## config.mk

```make
export PLATFORM = sky130hd
export DESIGN_NAME = rt_data_feed
export DESIGN_NICKNAME = d
export VERILOG_FILES = /design/src/rtl/feed_pkg.sv /design/src/rtl/feed_regs_pkg.sv /design/src/rtl/word_fifo.sv /design/src/rtl/feed_apb_regs.sv /design/src/rtl/sample_unpacker.sv /design/src/rtl/rt_data_feed.sv
export SDC_FILE = /design/constraint.sdc
export NUM_CORES = 1
export LEC_CHECK = 0
export ABC_AREA = 1
export CORE_AREA = 2 2 203 205
export CTS_BUF_LIST = sky130_fd_sc_hd__clkbuf_8
export CTS_CLUSTER_SIZE = 20
export DETAILED_ROUTE_END_ITERATION = 12
export DIE_AREA = 0 0 205 207
export DONT_BUFFER_PORTS = 1
export PLACE_DENSITY = 0.64
export SETUP_SLACK_MARGIN = 0.4
export SKIP_LAST_GASP = 1
export SLEW_MARGIN = 10
export SYNTH_ARGS = -nofsm -noshare
export SYNTH_HDL_FRONTEND = slang
export SYNTH_SLANG_ARGS = --single-unit
```

## constraint.sdc

```tcl
create_clock -name clk_sample -period 5.6 [get_ports clk_sample]
set_input_delay 0.56 -clock clk_sample [delete_from_list [all_inputs] [get_ports clk_sample]]
set_output_delay 0.56 -clock clk_sample [all_outputs]
set_load 0.02 [all_outputs]
```

## src/rtl/feed_pkg.sv

```systemverilog
package feed_pkg;

   ////////////////////////////////////////////////////////////
   // Word and sample format
   ////////////////////////////////////////////////////////////

   // Width of one incoming data word
   localparam int WORD_WIDTH = 16;

   // Width of one output sample
   localparam int SAMPLE_WIDTH = 3;

   // Whole samples in a word, one spare bit is left over
   localparam int SAMPLES_PER_WORD = 5;

   // Three words hold 48 bits, which is exactly 16 samples,
   // so the spare-bit count repeats every three words
   localparam int WORDS_PER_GROUP = 3;

endpackage

```

## src/rtl/feed_regs_pkg.sv

```systemverilog
package feed_regs_pkg;

   ////////////////////////////////////////////////////////////
   // APB bus widths
   ////////////////////////////////////////////////////////////

   localparam int APB_ADDR_WIDTH = 4;
   localparam int APB_DATA_WIDTH = 32;

   // Register word addresses
   typedef enum logic [APB_ADDR_WIDTH-1:0] {
      REG_CTRL         = 4'h0,
      REG_STATUS       = 4'h4,
      REG_WORD_COUNT   = 4'h8,
      REG_SAMPLE_COUNT = 4'hc
   } reg_addr_e;

   // Control register fields
   localparam int CTRL_ENABLE_BIT = 0;
   // Self-clearing, reads back as zero
   localparam int CTRL_CLEAR_BIT  = 1;

endpackage

```

## src/rtl/word_fifo.sv

```systemverilog
`timescale 1ns/1ps

module word_fifo #(
   parameter int FIFO_DEPTH = 16
) (
   input  logic                            clk_sample,
   input  logic                            reset,
   // Write side
   input  logic                            word_valid,
   input  logic [feed_pkg::WORD_WIDTH-1:0] word_data,
   output logic                            word_ready,
   // Read side, first word falls through
   output logic                            fifo_empty,
   output logic [feed_pkg::WORD_WIDTH-1:0] fifo_data,
   input  logic                            read_next,
   // Fill level
   output logic [$clog2(FIFO_DEPTH):0]     words_available
);

   localparam int ADDR_WIDTH = $clog2(FIFO_DEPTH);
   localparam int PTR_WIDTH  = ADDR_WIDTH + 1;

   logic [feed_pkg::WORD_WIDTH-1:0] mem [FIFO_DEPTH];
   logic [PTR_WIDTH-1:0]            wr_ptr;
   logic [PTR_WIDTH-1:0]            rd_ptr;
   logic                            full;
   logic                            push;

   // Extra pointer bit tells a full buffer from an empty one
   assign full = (wr_ptr[ADDR_WIDTH] != rd_ptr[ADDR_WIDTH]) &&
                 (wr_ptr[ADDR_WIDTH-1:0] == rd_ptr[ADDR_WIDTH-1:0]);
   assign fifo_empty = (wr_ptr == rd_ptr);

   assign word_ready = !full;
   assign push       = word_valid && word_ready;

   // Oldest word is always visible at the read pointer
   assign fifo_data = mem[rd_ptr[ADDR_WIDTH-1:0]];

   ////////////////////////////////////////////////////////////
   // Storage
   ////////////////////////////////////////////////////////////

   always_ff @(posedge clk_sample) begin
      if (push) begin
         mem[wr_ptr[ADDR_WIDTH-1:0]] <= word_data;
      end
   end

   ////////////////////////////////////////////////////////////
   // Pointers and fill level
   ////////////////////////////////////////////////////////////

   always_ff @(posedge clk_sample or posedge reset) begin
      if (reset) begin
         wr_ptr          <= '0;
         rd_ptr          <= '0;
         words_available <= '0;
      end else begin
         if (push) begin
            wr_ptr <= wr_ptr + PTR_WIDTH'(1);
         end
         // Caller only pops when not empty
         if (read_next) begin
            rd_ptr <= rd_ptr + PTR_WIDTH'(1);
         end
         case ({push, read_next})
            2'b10:   words_available <= words_available + PTR_WIDTH'(1);
            2'b01:   words_available <= words_available - PTR_WIDTH'(1);
            default: words_available <= words_available;
         endcase
      end
   end

endmodule

```

## src/rtl/feed_apb_regs.sv

```systemverilog
`timescale 1ns/1ps

module feed_apb_regs #(
   parameter int FIFO_DEPTH = 16
) (
   input  logic                                      clk_sample,
   input  logic                                      reset,
   // APB slave
   input  logic [feed_regs_pkg::APB_ADDR_WIDTH-1:0]  paddr,
   input  logic                                      psel,
   input  logic                                      penable,
   input  logic                                      pwrite,
   input  logic [feed_regs_pkg::APB_DATA_WIDTH-1:0]  pwdata,
   output logic [feed_regs_pkg::APB_DATA_WIDTH-1:0]  prdata,
   output logic                                      pready,
   output logic                                      pslverr,
   // Datapath status and events
   input  logic [$clog2(FIFO_DEPTH):0]               words_available,
   input  logic                                      read_next,
   input  logic                                      sample_valid,
   // Feed control
   output logic                                      enable
);

   localparam int DATA_WIDTH  = feed_regs_pkg::APB_DATA_WIDTH;
   localparam int LEVEL_WIDTH = $clog2(FIFO_DEPTH) + 1;

   feed_regs_pkg::reg_addr_e reg_addr;

   logic                  access;
   logic                  addr_mapped;
   logic                  addr_read_only;
   logic                  ctrl_write;
   logic                  clear_counts;
   logic [DATA_WIDTH-1:0] read_data;
   logic [DATA_WIDTH-1:0] word_count;
   logic [DATA_WIDTH-1:0] sample_count;

   assign reg_addr = feed_regs_pkg::reg_addr_e'(paddr);

   // No wait states
   assign access = psel && penable;
   assign pready = 1'b1;

   ////////////////////////////////////////////////////////////
   // Address decode and read mux
   ////////////////////////////////////////////////////////////

   always_comb begin
      addr_mapped    = 1'b1;
      addr_read_only = 1'b1;
      read_data      = '0;
      case (reg_addr)
         feed_regs_pkg::REG_CTRL: begin
            addr_read_only = 1'b0;
            // Clear bit always reads as zero
            read_data[feed_regs_pkg::CTRL_ENABLE_BIT] = enable;
         end
         feed_regs_pkg::REG_STATUS: begin
            read_data[LEVEL_WIDTH-1:0] = words_available;
         end
         feed_regs_pkg::REG_WORD_COUNT: begin
            read_data = word_count;
         end
         feed_regs_pkg::REG_SAMPLE_COUNT: begin
            read_data = sample_count;
         end
         default: begin
            addr_mapped = 1'b0;
         end
      endcase
   end

   assign prdata  = read_data;
   assign pslverr = access && (!addr_mapped || (pwrite && addr_read_only));

   assign ctrl_write   = access && pwrite && (reg_addr == feed_regs_pkg::REG_CTRL);
   assign clear_counts = ctrl_write && pwdata[feed_regs_pkg::CTRL_CLEAR_BIT];

   ////////////////////////////////////////////////////////////
   // Control register and counters
   ////////////////////////////////////////////////////////////

   always_ff @(posedge clk_sample or posedge reset) begin
      if (reset) begin
         enable       <= 1'b0;
         word_count   <= '0;
         sample_count <= '0;
      end else begin
         if (ctrl_write) begin
            enable <= pwdata[feed_regs_pkg::CTRL_ENABLE_BIT];
         end
         // Clear takes priority over a count on the same edge
         if (clear_counts) begin
            word_count   <= '0;
            sample_count <= '0;
         end else begin
            if (read_next) begin
               word_count <= word_count + DATA_WIDTH'(1);
            end
            if (sample_valid) begin
               sample_count <= sample_count + DATA_WIDTH'(1);
            end
         end
      end
   end

endmodule

```

## src/rtl/sample_unpacker.sv

```systemverilog
`timescale 1ns/1ps

module sample_unpacker (
   input  logic                              clk_sample,
   input  logic                              reset,
   input  logic                              enable,
   // FIFO read side
   input  logic                              fifo_empty,
   input  logic [feed_pkg::WORD_WIDTH-1:0]   fifo_data,
   output logic                              read_next,
   // Sample stream
   output logic                              sample_valid,
   output logic [feed_pkg::SAMPLE_WIDTH-1:0] sample_data
);

   // One word plus up to two held spare bits
   localparam int BUF_WIDTH   = feed_pkg::WORD_WIDTH + feed_pkg::WORDS_PER_GROUP - 1;
   localparam int COUNT_WIDTH = $clog2(feed_pkg::SAMPLES_PER_WORD + 2);
   localparam int SPARE_WIDTH = $clog2(feed_pkg::WORDS_PER_GROUP);
   localparam int SPARE_MAX   = feed_pkg::WORDS_PER_GROUP - 1;

   logic [BUF_WIDTH-1:0]   sample_buffer;
   logic [BUF_WIDTH-1:0]   shifted_buffer;
   logic [BUF_WIDTH-1:0]   spare_mask;
   logic [BUF_WIDTH-1:0]   next_buffer;
   logic [COUNT_WIDTH-1:0] sample_count;
   logic [COUNT_WIDTH-1:0] next_count;
   logic [SPARE_WIDTH-1:0] spare_count;
   logic [SPARE_WIDTH-1:0] next_spare;
   logic                   samples_present;

   assign samples_present = (sample_count != '0);

   // Fetch once the buffer is about to run dry, so output stays continuous
   assign read_next = !fifo_empty && enable && (sample_count < COUNT_WIDTH'(2));

   // Buffer after this cycle's sample has been taken off the bottom
   assign shifted_buffer = samples_present ? (sample_buffer >> feed_pkg::SAMPLE_WIDTH)
                                           : sample_buffer;

   // Leftover spare bits sit at the bottom once the samples are gone
   assign spare_mask = (BUF_WIDTH'(1) << spare_count) - BUF_WIDTH'(1);

   ////////////////////////////////////////////////////////////
   // Next state
   ////////////////////////////////////////////////////////////

   always_comb begin
      next_buffer = shifted_buffer;
      next_count  = samples_present ? (sample_count - COUNT_WIDTH'(1)) : sample_count;
      next_spare  = spare_count;
      if (read_next) begin
         // New word goes right above the held spare bits
         next_buffer = (BUF_WIDTH'(fifo_data) << spare_count) | (shifted_buffer & spare_mask);
         if (spare_count == SPARE_WIDTH'(SPARE_MAX)) begin
            // Two spares plus this word's bit make a sixth sample
            next_count = COUNT_WIDTH'(feed_pkg::SAMPLES_PER_WORD + 1);
            next_spare = '0;
         end else begin
            next_count = COUNT_WIDTH'(feed_pkg::SAMPLES_PER_WORD);
            next_spare = spare_count + SPARE_WIDTH'(1);
         end
      end
   end

   ////////////////////////////////////////////////////////////
   // Registers
   ////////////////////////////////////////////////////////////

   always_ff @(posedge clk_sample or posedge reset) begin
      if (reset) begin
         sample_count <= '0;
         spare_count  <= '0;
         sample_valid <= 1'b0;
      end else begin
         sample_count <= next_count;
         spare_count  <= next_spare;
         sample_valid <= samples_present;
      end
   end

   // Payload, qualified by sample_valid and the counts above
   always_ff @(posedge clk_sample) begin
      sample_buffer <= next_buffer;
      sample_data   <= sample_buffer[feed_pkg::SAMPLE_WIDTH-1:0];
   end

endmodule

```

## src/rtl/rt_data_feed.sv

```systemverilog
`timescale 1ns/1ps

module rt_data_feed #(
   parameter int FIFO_DEPTH = 16
) (
   input  logic                                     clk_sample,
   input  logic                                     reset,
   // Word input
   input  logic                                     word_valid,
   input  logic [feed_pkg::WORD_WIDTH-1:0]          word_data,
   output logic                                     word_ready,
   // Sample output
   output logic                                     sample_valid,
   output logic [feed_pkg::SAMPLE_WIDTH-1:0]        sample_data,
   // APB register access
   input  logic [feed_regs_pkg::APB_ADDR_WIDTH-1:0] paddr,
   input  logic                                     psel,
   input  logic                                     penable,
   input  logic                                     pwrite,
   input  logic [feed_regs_pkg::APB_DATA_WIDTH-1:0] pwdata,
   output logic [feed_regs_pkg::APB_DATA_WIDTH-1:0] prdata,
   output logic                                     pready,
   output logic                                     pslverr
);

   logic                            fifo_empty;
   logic [feed_pkg::WORD_WIDTH-1:0] fifo_data;
   logic                            read_next;
   logic [$clog2(FIFO_DEPTH):0]     words_available;
   logic                            enable;

   word_fifo #(.FIFO_DEPTH(FIFO_DEPTH)) u_word_fifo (
      .clk_sample(clk_sample), .reset(reset),
      .word_valid(word_valid), .word_data(word_data), .word_ready(word_ready),
      .fifo_empty(fifo_empty), .fifo_data(fifo_data), .read_next(read_next),
      .words_available(words_available)
   );

   feed_apb_regs #(.FIFO_DEPTH(FIFO_DEPTH)) u_feed_apb_regs (
      .clk_sample(clk_sample), .reset(reset),
      .paddr(paddr), .psel(psel), .penable(penable), .pwrite(pwrite),
      .pwdata(pwdata), .prdata(prdata), .pready(pready), .pslverr(pslverr),
      .words_available(words_available), .read_next(read_next),
      .sample_valid(sample_valid), .enable(enable)
   );

   // Feeds on FIFO data once enabled by software
   sample_unpacker u_sample_unpacker (
      .clk_sample(clk_sample), .reset(reset), .enable(enable),
      .fifo_empty(fifo_empty), .fifo_data(fifo_data), .read_next(read_next),
      .sample_valid(sample_valid), .sample_data(sample_data)
   );

endmodule

```

Word-level counts from Yosys, hierarchy flattened
Memories as Yosys holds them, arrays and structs flattened.
Cells that the tools add are included.

cells by class
  add/sub/neg operators = 9
  $mul = 0
  div/mod/pow operators = 0
  $lt $le $gt $ge = 1
  equal/unequal tests = 9
  shifts and indexed selects = 2
  mux-type cells = 18
  bitwise logic cells = 2
  reductions and logical operators = 21

operator list
  kind                                                number
  two-way mux 32 bit                                  4
  adder 32 x 1 -> 32 bit, second input constant       2
  case mux 27 bit (2 select lines)                    1
  two-way mux 18 bit                                  2
  AND 18 bit                                          1
  bitwise OR 18 bit                                   1
  left shift 1 x 2 -> 18 bit, first input constant    1
  left shift 16 x 2 -> 18 bit                         1
  subtractor 18 x 2 -> 18 bit, second input constant  1
  adder 5 x 1 -> 5 bit, second input constant         3
  case mux 4 bit (3 select lines)                     1
  logical AND 1 bit                                   10
  case mux 5 bit (2 select lines)                     1
  == test 4 bit, second input constant                2
  nonzero test 2 bit                                  4
  two-way mux 3 bit                                   2
  == test 5 bit                                       1
  subtractor 5 x 1 -> 5 bit, second input constant    1
  == test 2 bit, second input constant                2
  == test 4 x 3 -> 1 bit, second input constant       1
  == test 4 bit                                       1
  zero test 4 bit                                     1
  two-way mux 1 bit                                   4
  two-way mux 2 bit                                   2
  other kinds (10)                                    12

storage, ports and cells
  register bits = 107
  bits in latches = 0
  memory bits (writable) = 256
  memory bits (read-only) = 0
  bits of input ports = 58
  output and inout bits = 39
  memories = 1

memory list
  memory           depth  bits a word  rd ports  clocked after Yosys merged registers in  write ports  line             text
  u_word_fifo.mem  16     16           1         0                                        1            word_fifo.sv:23  logic [feed_pkg::WORD_WIDTH-1:0] mem [FIFO_DEPTH];

Depth between registers and ports, before layout
Gate-level depths: netlist of run 1.

  depth in word-level cells = 6
  gate-level depth with buffers = 16

Cells and area by module
A second synthesis of run 1 with hierarchy kept.

unflattened totals
  cells, all modules = 1937
  area, all modules = 17389.2 um^2

by module, submodules not included
  module           times used  cells each  area an instance (um^2)  sequential area each (um^2)
  word_fifo        1           1014        11312.1                  8062.7
  feed_apb_regs    1           653         4372.9                   1626.6
  sample_unpacker  1           270         1704.1                   570.5

Worst setup path before layout of run 1
Ideal clock, no wire load.

  path kind = register -> register
  start = reg u_word_fifo.rd_ptr[1]
  end = reg u_word_fifo.words_available[4]
  library setup time = 0.130 ns
  arrival = 2.838 ns
  setup slack = 2.632 ns
  stages on the path, launching flop included = 15
  cell sequence = dfrtp_1 -> buf_6 -> xor2_1 -> nor2_1 -> nand3b_1 -> nand2_1 -> buf_2 -> ha_1 -> xor2_1 -> ha_1 -> a21oi_1 -> or2_2 -> nor2_1 -> o211ai_1 -> xor2_1

on the way
  longest elaborated chain between the ends = 6

RTL lines
  what                                                                   line                text
  start, declared                                                        word_fifo.sv:25     logic [PTR_WIDTH-1:0] rd_ptr;
  start signal, assigned                                                 word_fifo.sv:65     rd_ptr <= rd_ptr + PTR_WIDTH'(1);
  == test 4 bit *                                                        word_fifo.sv:31     (wr_ptr[ADDR_WIDTH-1:0] == rd_ptr[ADDR_WIDTH-1:0]);
  logical AND 1 bit *                                                    word_fifo.sv:30     assign full = (wr_ptr[ADDR_WIDTH] != rd_ptr[ADDR_WIDTH]) &&
  zero test 1 bit *                                                      word_fifo.sv:34     assign word_ready = !full;
  named net word_ready                                                   rt_data_feed.sv:11  output logic word_ready,
  logical AND 1 bit *                                                    word_fifo.sv:35     assign push = word_valid && word_ready;
  == test 2 x 1 -> 1 bit or == test 2 bit (tied branches)                word_fifo.sv:67     case ({push, read_next})
  case mux 5 bit (2 select lines) or nonzero test 2 bit (tied branches)  --
  end signal, assigned                                                   word_fifo.sv:68     2'b10: words_available <= words_available + PTR_WIDTH'(1);
  end signal, assigned                                                   word_fifo.sv:69     2'b01: words_available <= words_available - PTR_WIDTH'(1);
  end signal, assigned                                                   word_fifo.sv:70     default: words_available <= words_available;
  end, declared                                                          word_fifo.sv:17     output logic [$clog2(FIFO_DEPTH):0] words_available

Mark *: on every way through the listed nets, which the timed path passes. The rest lies on a longest branch.
A chain may end at the register's enable or synchronous reset.

Worst setup path in the final report of run 1
  start = reg u_word_fifo.rd_ptr[0]
  end = reg u_sample_unpacker.sample_buffer[2]

on the way
  longest elaborated chain between the ends = 5

RTL lines
  what                                                               line                   text
  branches (longest 4 deep; another with memory read (16 x 16 bit))  --
  two-way mux 18 bit *                                               sample_unpacker.sv:52  if (read_next) begin
  named net u_sample_unpacker.next_buffer[2]                         sample_unpacker.sv:25  logic [BUF_WIDTH-1:0] next_buffer;
  end signal, assigned                                               sample_unpacker.sv:84  sample_buffer <= next_buffer;
  end, declared                                                      sample_unpacker.sv:22  logic [BUF_WIDTH-1:0] sample_buffer;

Mark *: on every way through the listed nets, which the timed path passes.

==> flow_results.org, run 1 <==
** Run status
- Outcome :: completed

** STA
- Final count of hold timing violations :: 0
- Least-Margin Pin Slew :: 1.24 ns
- The clock arrives with 0.0269 ns of skew.
- Setup repair after global routing missed its margin :: false
- Dividing the final minimum period by the clock period gives 0.663.
- Min Hold Slack :: 0.0382 ns
- Counting I/O delays and the setup requirement, the final critical path takes 3.71 ns.
- Setup total negative slack on the finished layout was measured at 0 ns.
- Max Fclk :: 269 MHz
- The worst pin sits at a relative slew slack of 0.170.
- Count of pins over their slew limit :: 0
- Count of endpoints failing setup in the final report :: 0

** Routing
- Remaining DRCs :: 0
- Overall via count from detail_route :: 13552
- Average vias per placed instance :: 5.29
- After detailed routing, the average wire length per cell comes to 18.2 um.
- The detail route stage leaves a number of antenna-violating nets equal to 0.
- After the first detailed-routing iteration, the DRC count stood at 1225.
- Before antenna repair, the detailed router went through 8 iterations.
- Summed over all layers, the routed wires come to 46600 um.

** CTS
- CTS placed an instance of sky130_fd_sc_hd__clkbuf_8 at the clock tree root.
- For this design, the sink count on the clock tree is 363.
- CTS Buf Count :: 59
- CTS tree :: yes
- The longest clock path from root to sink contains 3 buffers.
- In this run the number of H-tree levels came out at 2.
- Clock-pin slew was measured on the worst setup and hold paths at 0.06 ns.
- Clock latency at the later pin of the worst-skew pair :: 0.64 ns

** Die
- For this design the top-level I/O count stands at 97.
- Die Y-Extent :: 207 um
- The floorplan step defined a core boundary enclosing 40400 um^2.
- Effective utilization at floorplan :: 0.434
- Row cnt :: 74
- DIE AREA :: 42400 um^2
- The die is 205 um wide.

** Yosys
- In the synthesized netlist the dominant register cell turns out to be sky130_fd_sc_hd__edfxtp_1.
- Post-Syn Area :: 17500 um^2
- Of the synthesized area, sequential elements account for 0.586.
- EDFF count, synth :: 256
- Counting flops with an async set or reset pin after synthesis yields a share of 0.237.
- Summed over all instances, the cell type with the most area after synthesis is sky130_fd_sc_hd__edfxtp_1.
- Mean post-synth cell area :: 8.96 um^2
- Net count after synthesis :: 2026
- After synthesis the netlist holds a flip-flop and latch count of 363.
- Synthesis instantiated 46 different standard cells from the library.
- Syn. warnings :: 0
- Area contributors post-synth :: sky130_fd_sc_hd__edfxtp_1, sky130_fd_sc_hd__dfrtp_1, sky130_fd_sc_hd__nand2_1
- The share of synthesized area in the top cell type comes to 0.439.
- Mapped Cells :: 1955

** Critical path
- In this run the worst setup path begins at u_word_fifo.rd_ptr[0].
- For this design, the slowest cell found on the critical path is sky130_fd_sc_hd__clkinv_2.
- CP endpoint kind :: register
- WP buf/inv :: 3
- Longest individual stage delay on the worst path :: 1.03 ns
- By startpoint and endpoint, the worst setup path is classified as reg -> reg.
- At the worst endpoint, the arrival time is 4.23 ns.
- Critical Path Start Type :: register
- Source of the worst register-to-register timing path :: u_word_fifo.rd_ptr[0]
- The signal on the critical path passes through clkinv_2 -> buf_4 -> o21ai_0 -> nand2_1 -> nand2_1 -> nand2_1 -> inv_2 -> nand3_1 -> nand3_1 -> nand3_1.
- Gate family responsible for the most delay along the worst path :: buffers and inverters
- In this run the worst path has a maximum fanout of 71.
- Critical Path RT :: 6.12 ns
- In this run the register-to-register setup slack is 1.89 ns.

** Pwr
- Overall power consumption after layout is estimated at 9.00 mW.
- Power Dens Cells :: 467 nW/um^2
- The worst-case IR drop observed on VDD is 0.315 mV.
- Leakage power figure :: 7.80 nW

** Placement
- GP Congestion :: 0.891
- In this run the tool buffered the top-level ports with 0 buffer cells.
- Dpl cells :: 2429
- Final HPWL DP :: 29300 um

** Layout
- Synth-to-Final Area Change :: 9.91%
- The net count of the finished layout is 2047.
- Highest-count cells in the layout ignoring fill and taps :: sky130_fd_sc_hd__nand2_1, sky130_fd_sc_hd__edfxtp_1, sky130_fd_sc_hd__nor2_1
- Proportion of layout cells with a drive suffix above 1 :: 0.0740
- The library cell used most frequently in the layout, excluding fill and tap cells, is sky130_fd_sc_hd__nand2_1.
- After the flow finishes, the layout carries non-filler instances totaling 2560.

** Job
- Max Cap Violations :: 0

** Global routing
- For this run the aggregate overflow at the end of global routing stands at 0.
- Across every metal layer, demand over resource in global routing totals 0.218.
- Pin count of the biggest net entering global routing :: 84
- The number of antenna violations at the first check in global routing came to 2.
- The first global-routing pass estimated 72400 um of wire.
- The via count of the first global-routing pass is 12939.

** Min path
- Path category of the worst min-delay check :: in -> reg
- The worst hold path begins at word_data[5].
## Yosys cell counts, types with 7 or more instances
| library cell | count |
|---|---|
| sky130_fd_sc_hd__nand2_1 | 531 |
| sky130_fd_sc_hd__inv_1 | 173 |
| sky130_fd_sc_hd__buf_4 | 14 |
| sky130_fd_sc_hd__ha_1 | 13 |
| sky130_fd_sc_hd__clkbuf_1 | 26 |
| sky130_fd_sc_hd__a21oi_1 | 16 |
| sky130_fd_sc_hd__o21ai_0 | 102 |
| sky130_fd_sc_hd__o211ai_1 | 7 |
| sky130_fd_sc_hd__o21ai_1 | 41 |
| sky130_fd_sc_hd__nand4_1 | 36 |
| sky130_fd_sc_hd__buf_2 | 27 |
| sky130_fd_sc_hd__nand3_1 | 187 |
| sky130_fd_sc_hd__dfxtp_1 | 21 |
| sky130_fd_sc_hd__o22ai_1 | 23 |
| sky130_fd_sc_hd__edfxtp_1 | 256 |
| sky130_fd_sc_hd__inv_2 | 10 |
| sky130_fd_sc_hd__xor2_1 | 29 |
| sky130_fd_sc_hd__nor3_1 | 52 |
| sky130_fd_sc_hd__nor2_1 | 242 |
| sky130_fd_sc_hd__dfrtp_1 | 86 |
| sky130_fd_sc_hd__buf_6 | 9 |
## metrics by stage
| step | worst slack, ns | util | cell area [um^2] |
|---|---|---|---|
| after floorplan | 2.63 | - | 17500 |
| after CTS | 1.86 | 0.477 | 19300 |
| after detailed placement | 1.87 | 0.445 | 18000 |
| final | 1.89 | 0.477 | 19300 |
| after global routing | 1.55 | 0.477 | 19300 |
| after global placement | 1.88 | 0.445 | 18000 |
## cell type report
type | count | area [um^2]
fill | 3819 | 21100
sequential | 363 | 10300
multi-input combinational | 1322 | 6160
clock buffer | 60 | 826
inverter | 188 | 708
tap | 532 | 666
timing repair buffer | 42 | 360
clock inverter | 52 | 269
antenna | 1 | 2.50
## state kept, by name, indices dropped and copies added, names as in the netlist
register	cells
u_word_fifo.mem	256
u_feed_apb_regs.sample_count	32
u_feed_apb_regs.word_count	32
u_sample_unpacker.sample_buffer	18
u_word_fifo.rd_ptr	5
u_word_fifo.words_available	5
u_word_fifo.wr_ptr	5
u_sample_unpacker.sample_count	3
u_sample_unpacker.sample_data	3
u_sample_unpacker.spare_count	2
u_feed_apb_regs.enable	1
u_sample_unpacker.sample_valid	1
## power breakdown
part	internal (mW)	switching [mW]	total, mW	leakage [nW]
Clock	1.06	1.10	2.16	0.634
Combinational	0.926	2.19	3.12	3.58
Sequential	3.32	0.398	3.72	3.59
## cells by family after synthesis
logic type	after synthesis	synth area share
DFF	363	0.586
adders and majority gates	13	0.00928
AOI/OAI and AO/OA	199	0.0613
muxes	2	0.00114
xor gates and xnor gates	34	0.0170
other	1	0.000214
buffers and inverters	270	0.0666
and+or+nand+nor	1073	0.259
## repair_timing
item,4_1_cts,5_1_grt
buffers inserted,0,0
hold buffers,18,0
hold endpoints to repair,254,0
gates resized for setup,0,0
## metal layers
layer	up-vias	share of wire	routed length, um	global-route usage
li1	6566	-	-	-
met1	6468	0.43	20100	0.288
met2	439	0.48	22400	0.364
met3	77	0.064	2990	0.0396
met4	2	0.026	1210	0.0682
met5	-	0.00028	13	0
## worst reg2reg max path, stage by stage, from the launching register on
cell and delay [ns]:
sky130_fd_sc_hd__dfrtp_4 0.93, sky130_fd_sc_hd__clkinv_2 1.06, sky130_fd_sc_hd__buf_4 0.68, sky130_fd_sc_hd__o21ai_0 0.25, sky130_fd_sc_hd__nand2_1 0.09, sky130_fd_sc_hd__nand2_1 0.06, sky130_fd_sc_hd__nand2_1 0.14, sky130_fd_sc_hd__inv_2 0.08
sky130_fd_sc_hd__nand3_1 0.10, sky130_fd_sc_hd__nand3_1 0.13, sky130_fd_sc_hd__nand3_1 0.07
## path summary, 6_finish.rpt
path / cells past startpoint / to
setup / recovery: 10 / u_sample_unpacker.sample_buffer[2]
max in group asynchronous: 3 / u_word_fifo.rd_ptr[1]
hold / removal: 0 / u_word_fifo.mem[7][5]
min in group asynchronous: 2 / u_sample_unpacker.spare_count[0]
hold reg to reg: 0 / u_sample_unpacker.sample_data[2]
setup reg to reg: 10 / u_sample_unpacker.sample_buffer[2]
(Power assumes the default switching activity.)
==> run 2: changes to the inputs <==
- ABC_AREA: 1 -> 0
- CORE_AREA: 2 2 203 205 -> 2 2 194 196
- DIE_AREA: 0 0 205 207 -> 0 0 196 198
- clock period: 5.6 -> 3.6 ns (I/O delays scaled with it)
==> run 2 against run 1 <==
Against the previous run: combinational power increased by 30%; clock skew grew 0.0035 ns; first-iteration DRC count fell by 34%; hold slack better by 0.11 ns; critical endpoint is now u_word_fifo.words_available[4]; largest cell class unchanged; largest power group unchanged; highest routed layer is now met4.
==> flow_results.org, run 2 <==
** CTS
- The clock-pin slew of the registers on the worst-case setup and hold paths was 0.06 ns (about the same).
- Clock tree synthesis selected as its root buffer the cell sky130_fd_sc_hd__clkbuf_8.
- Maximum number of buffers from clock root to sink :: 3 (unchanged)
- The count of H-tree levels built during CTS is 2 (unchanged).
- The clock latency on the worst-skew pair is 0.64 ns (about the same).
- CTS tree :: yes
- The clock sink count came to 363 (unchanged).
- CTS Buf Count :: 57 (-3.4%)

** STA
- Max Fclk :: 351 MHz (+30%)
- Minimum period implied by the final worst setup slack :: 2.85 ns (-0.859 ns)
- Max-slew headroom at the worst pin :: 0.334 (+0.164)
- Clk_skew :: 0.0304 ns (+0.00346 ns)
- Final Cycle Share :: 0.792 (+0.130)
- The total setup violations reported at the end of the flow came to 0 (unchanged).
- The count of pins over their slew limit came to 0 (unchanged).
- Least-Margin Pin Slew :: 0.999 ns (-0.244 ns)
- Final count of hold timing violations :: 0 (unchanged)
- The aggregate negative setup slack is 0 ns (unchanged).
- Setup repair after global routing left no endpoint under its margin.

** Routing
- The number of remaining DRC errors is 0 (unchanged).
- The initial detailed-routing violation count was 814 (-34%).
- The via count came to 9615 (-29%).
- Pre-Repair DR Iteration Count :: 6 (-2)
- The total detailed-routing wirelength is 35600 um (-24%).
- Average vias per placed instance :: 5.65 (+6.7%)
- The final routed wire length divided by cell count was 20.9 um (+15%).
- Residual antenna-violating net count after detailed routing :: 0 (unchanged)

** Min path
- The path class of the tightest hold or removal check is in -> reg.

** Layout
- Antenna Diode Count :: 0 (-1)
- The final standard cell area without fillers is 17900 um^2 (-7.2%).
- The area of all sequential standard cells is 10300 um^2 (about the same).
- The number of flip-flops under the largest register name came to 256 (unchanged).
- The count of filler cells inserted in the layout came to 3224 (-16%).
- Fin nets :: 1255 (-39%)
- The share of layout cells above drive strength 1 is 0.160 (+0.0856).
- Highest-count cells in the layout ignoring fill and taps :: sky130_fd_sc_hd__edfxtp_1, sky130_fd_sc_hd__nand2_1, sky130_fd_sc_hd__nor2_1
- The area growth from synthesis to layout is 12.2%.
- The final core utilization came to 0.484 (+0.00658).
- Combined area of the multi-input logic cells :: 5370 um^2 (-13%)
- Most frequent standard cell in the layout excluding fill and tap cells :: sky130_fd_sc_hd__edfxtp_1

** Yosys
- The share of async-settable or async-resettable flops after synthesis was 0.237 (unchanged).
- The net count after synthesis was 1200 (-41%).
- Most frequent cell after synthesis :: sky130_fd_sc_hd__edfxtp_1
- By area the synthesized netlist is led by sky130_fd_sc_hd__edfxtp_1, sky130_fd_sc_hd__dfrtp_1, sky130_fd_sc_hd__mux4_2.
- Number of distinct standard cells referenced by the synthesized netlist :: 61 (+33%)
- The number of synthesized flops with an enable pin was 256 (unchanged).
- Top cell type by total area after synthesis :: sky130_fd_sc_hd__edfxtp_1
- In the synthesized netlist, the cells that appear most often are sky130_fd_sc_hd__edfxtp_1, sky130_fd_sc_hd__nor2_1, sky130_fd_sc_hd__nand2_1.
- Syn. warnings :: 0 (unchanged)
- Mapped Cells :: 1129 (-42%)
- Mean post-synth cell area :: 14.1 um^2 (+57%)
- Post-Syn Area :: 15900 um^2 (-9.1%)
- Most instantiated flip-flop cell in the synthesis netlist :: sky130_fd_sc_hd__edfxtp_1
- Portion of synthesized cell area occupied by the leading cell type :: 0.482 (+0.0437)
- The sequential-to-total area share from yosys stat came to 0.644 (+0.0583).
- Number of synthesized register bits :: 363 (unchanged)

** Global routing
- The number of antenna violations at the first check in global routing is 0 (-2).
- The overall routing resource usage came to 0.185 (-0.0335).
- The wire length of the first global-routing pass was 54500 um (-25%).
- Aggregate global routing overflow :: 0 (unchanged)
- The pin count of the biggest net entering global routing is 89 (+6.0%).
- Via count of the first global-routing pass :: 9385 (-27%)

** Die
- The total core area is 37000 um^2 (-8.5%).
- The number of placed I/O pins was 97 (unchanged).
- Effective utilization at floorplan :: 0.431 (-0.00284)
- DIE AREA :: 38800 um^2 (-8.5%)
- The width of the chip was 196 um (-4.4%).
- The floorplan row count is 71 (-4.1%).
- The height of the die is 198 um (-4.3%).

** Critical path
- CP endpoint kind :: register
- The arrival time at the worst endpoint was 3.39 ns (-0.84 ns).
- The worst-case register-to-register setup slack was 0.75 ns (-1.14 ns).
- Critical setup path kind :: reg -> reg
- The endpoint required time on the critical path is 4.14 ns (-1.98 ns).
- The worst setup path is launched from a register.
- The highest fanout seen on the critical path was 10 (-86%).

** Placement
- The half-perimeter wire length of the detailed placement result came to 21600 um (-26%).
- The final estimated routing congestion in global placement came to 0.900 (+1.0%).
- PortBufs :: 0 (unchanged)
- Placement-stage cell area :: 16600 um^2 (-7.4%)

** Run status
- Outcome :: completed

** Pwr
- Power Dens Cells :: 737 nW/um^2 (+58%)
- The leakage dissipation is 6.04 nW (-23%).
- The largest vdd supply drop was 0.440 mV (+40%).
- Total Power Consumption :: 13.2 mW (+46%)

** Job
- Max Cap Violations :: 0 (unchanged)
-- run 2: cell types whose count changed after synthesis, moves of 18 or more --
cell	change
sky130_fd_sc_hd__a22o_1	+31
sky130_fd_sc_hd__a22oi_1	+26
sky130_fd_sc_hd__buf_2	-18
sky130_fd_sc_hd__inv_1	-160
sky130_fd_sc_hd__mux2i_1	+56
sky130_fd_sc_hd__mux4_2	+47
sky130_fd_sc_hd__nand2_1	-443
sky130_fd_sc_hd__nand3_1	-162
sky130_fd_sc_hd__nand4_1	-18
sky130_fd_sc_hd__nor2_1	-143
sky130_fd_sc_hd__nor3_1	-33
sky130_fd_sc_hd__o21ai_0	-94
sky130_fd_sc_hd__o21ai_1	-30
sky130_fd_sc_hd__xnor2_1	+39
-- run 2: layer usage --
metal / global-route usage / part of all wire
met1: 0.247 / 0.43
met2: 0.301 / 0.47
met3: 0.0365 / 0.069
met4: 0.0707 / 0.031
met5: 0 / 0
-- run 2: stage by stage --
step                std cells  hold slack [ns]  setup WS, ns
floorplan                1129            0.331         0.408
CTS                      1702           0.0989         0.645
global placement         1580            0.339         0.704
finish                   1702            0.149         0.747
global route             1702            0.151         0.447
detailed placement       1580            0.349         0.679
-- run 2: worst paths after layout --
kind,startpoint,end,depth (start not counted)
min in group asynchronous,reset,u_word_fifo.rd_ptr[2],2
max in group asynchronous,reset,u_feed_apb_regs.word_count[30],3
hold reg to reg,u_sample_unpacker.sample_buffer[1],u_sample_unpacker.sample_data[1],0
setup reg to reg,u_word_fifo.wr_ptr[3],u_word_fifo.words_available[4],13
setup / recovery,u_word_fifo.wr_ptr[3],u_word_fifo.words_available[4],13
hold / removal,word_valid,u_word_fifo.wr_ptr[1],3
-- run 2: what timing repair did --
action                                  CTS  global route
hold buffers                             19             0
endpoints found under the setup margin    0             1
gates resized for setup                   0             1
setup buffers                             0             0
endpoints found under the hold margin   308             0
-- run 2: cell type report --
cell class | count | share of cell area
clock inverters | 41 | 0.0104
inverters | 18 | 0.00385
clock buffers | 62 | 0.0477
well taps | 474 | 0.0332
repair buffers | 57 | 0.0301
multi-input cells | 687 | 0.300
flip-flops and latches | 363 | 0.574
-- run 2: power breakdown --
part	internal [mW]	switching, mW	leakage (nW)
clock network	1.58	1.58	0.616
registers	5.25	0.687	3.41
logic	1.73	2.35	2.02
-- run 2: cells by family (layout without fill, tap and decap cells) --
kind of cell / Yosys count / in the layout / synth area share
AOI/OAI and AO/OA: 158 / 158 / 0.0715
buffers and inverters: 79 / 178 / 0.0231
adders and majority gates: 13 / 13 / 0.0102
and+or+nand+nor: 316 / 316 / 0.0938
DFF: 363 / 363 / 0.644
xor gates and xnor gates: 76 / 76 / 0.0418
other: 1 / 1 / 0.000235
muxes: 123 / 123 / 0.116
-- run 2: critical path: stages (launching register included) --
cell and delay [ns]:
sky130_fd_sc_hd__dfrtp_2 0.50, sky130_fd_sc_hd__xnor2_1 0.18, sky130_fd_sc_hd__nand4_1 0.17, sky130_fd_sc_hd__nand2b_1 0.20, sky130_fd_sc_hd__and2_1 0.19, sky130_fd_sc_hd__inv_2 0.07, sky130_fd_sc_hd__ha_1 0.30, sky130_fd_sc_hd__xor2_1 0.18
sky130_fd_sc_hd__ha_1 0.22, sky130_fd_sc_hd__nor4bb_1 0.23, sky130_fd_sc_hd__a21oi_1 0.07, sky130_fd_sc_hd__o22a_1 0.20, sky130_fd_sc_hd__nor2_1 0.12, sky130_fd_sc_hd__xor2_1 0.14
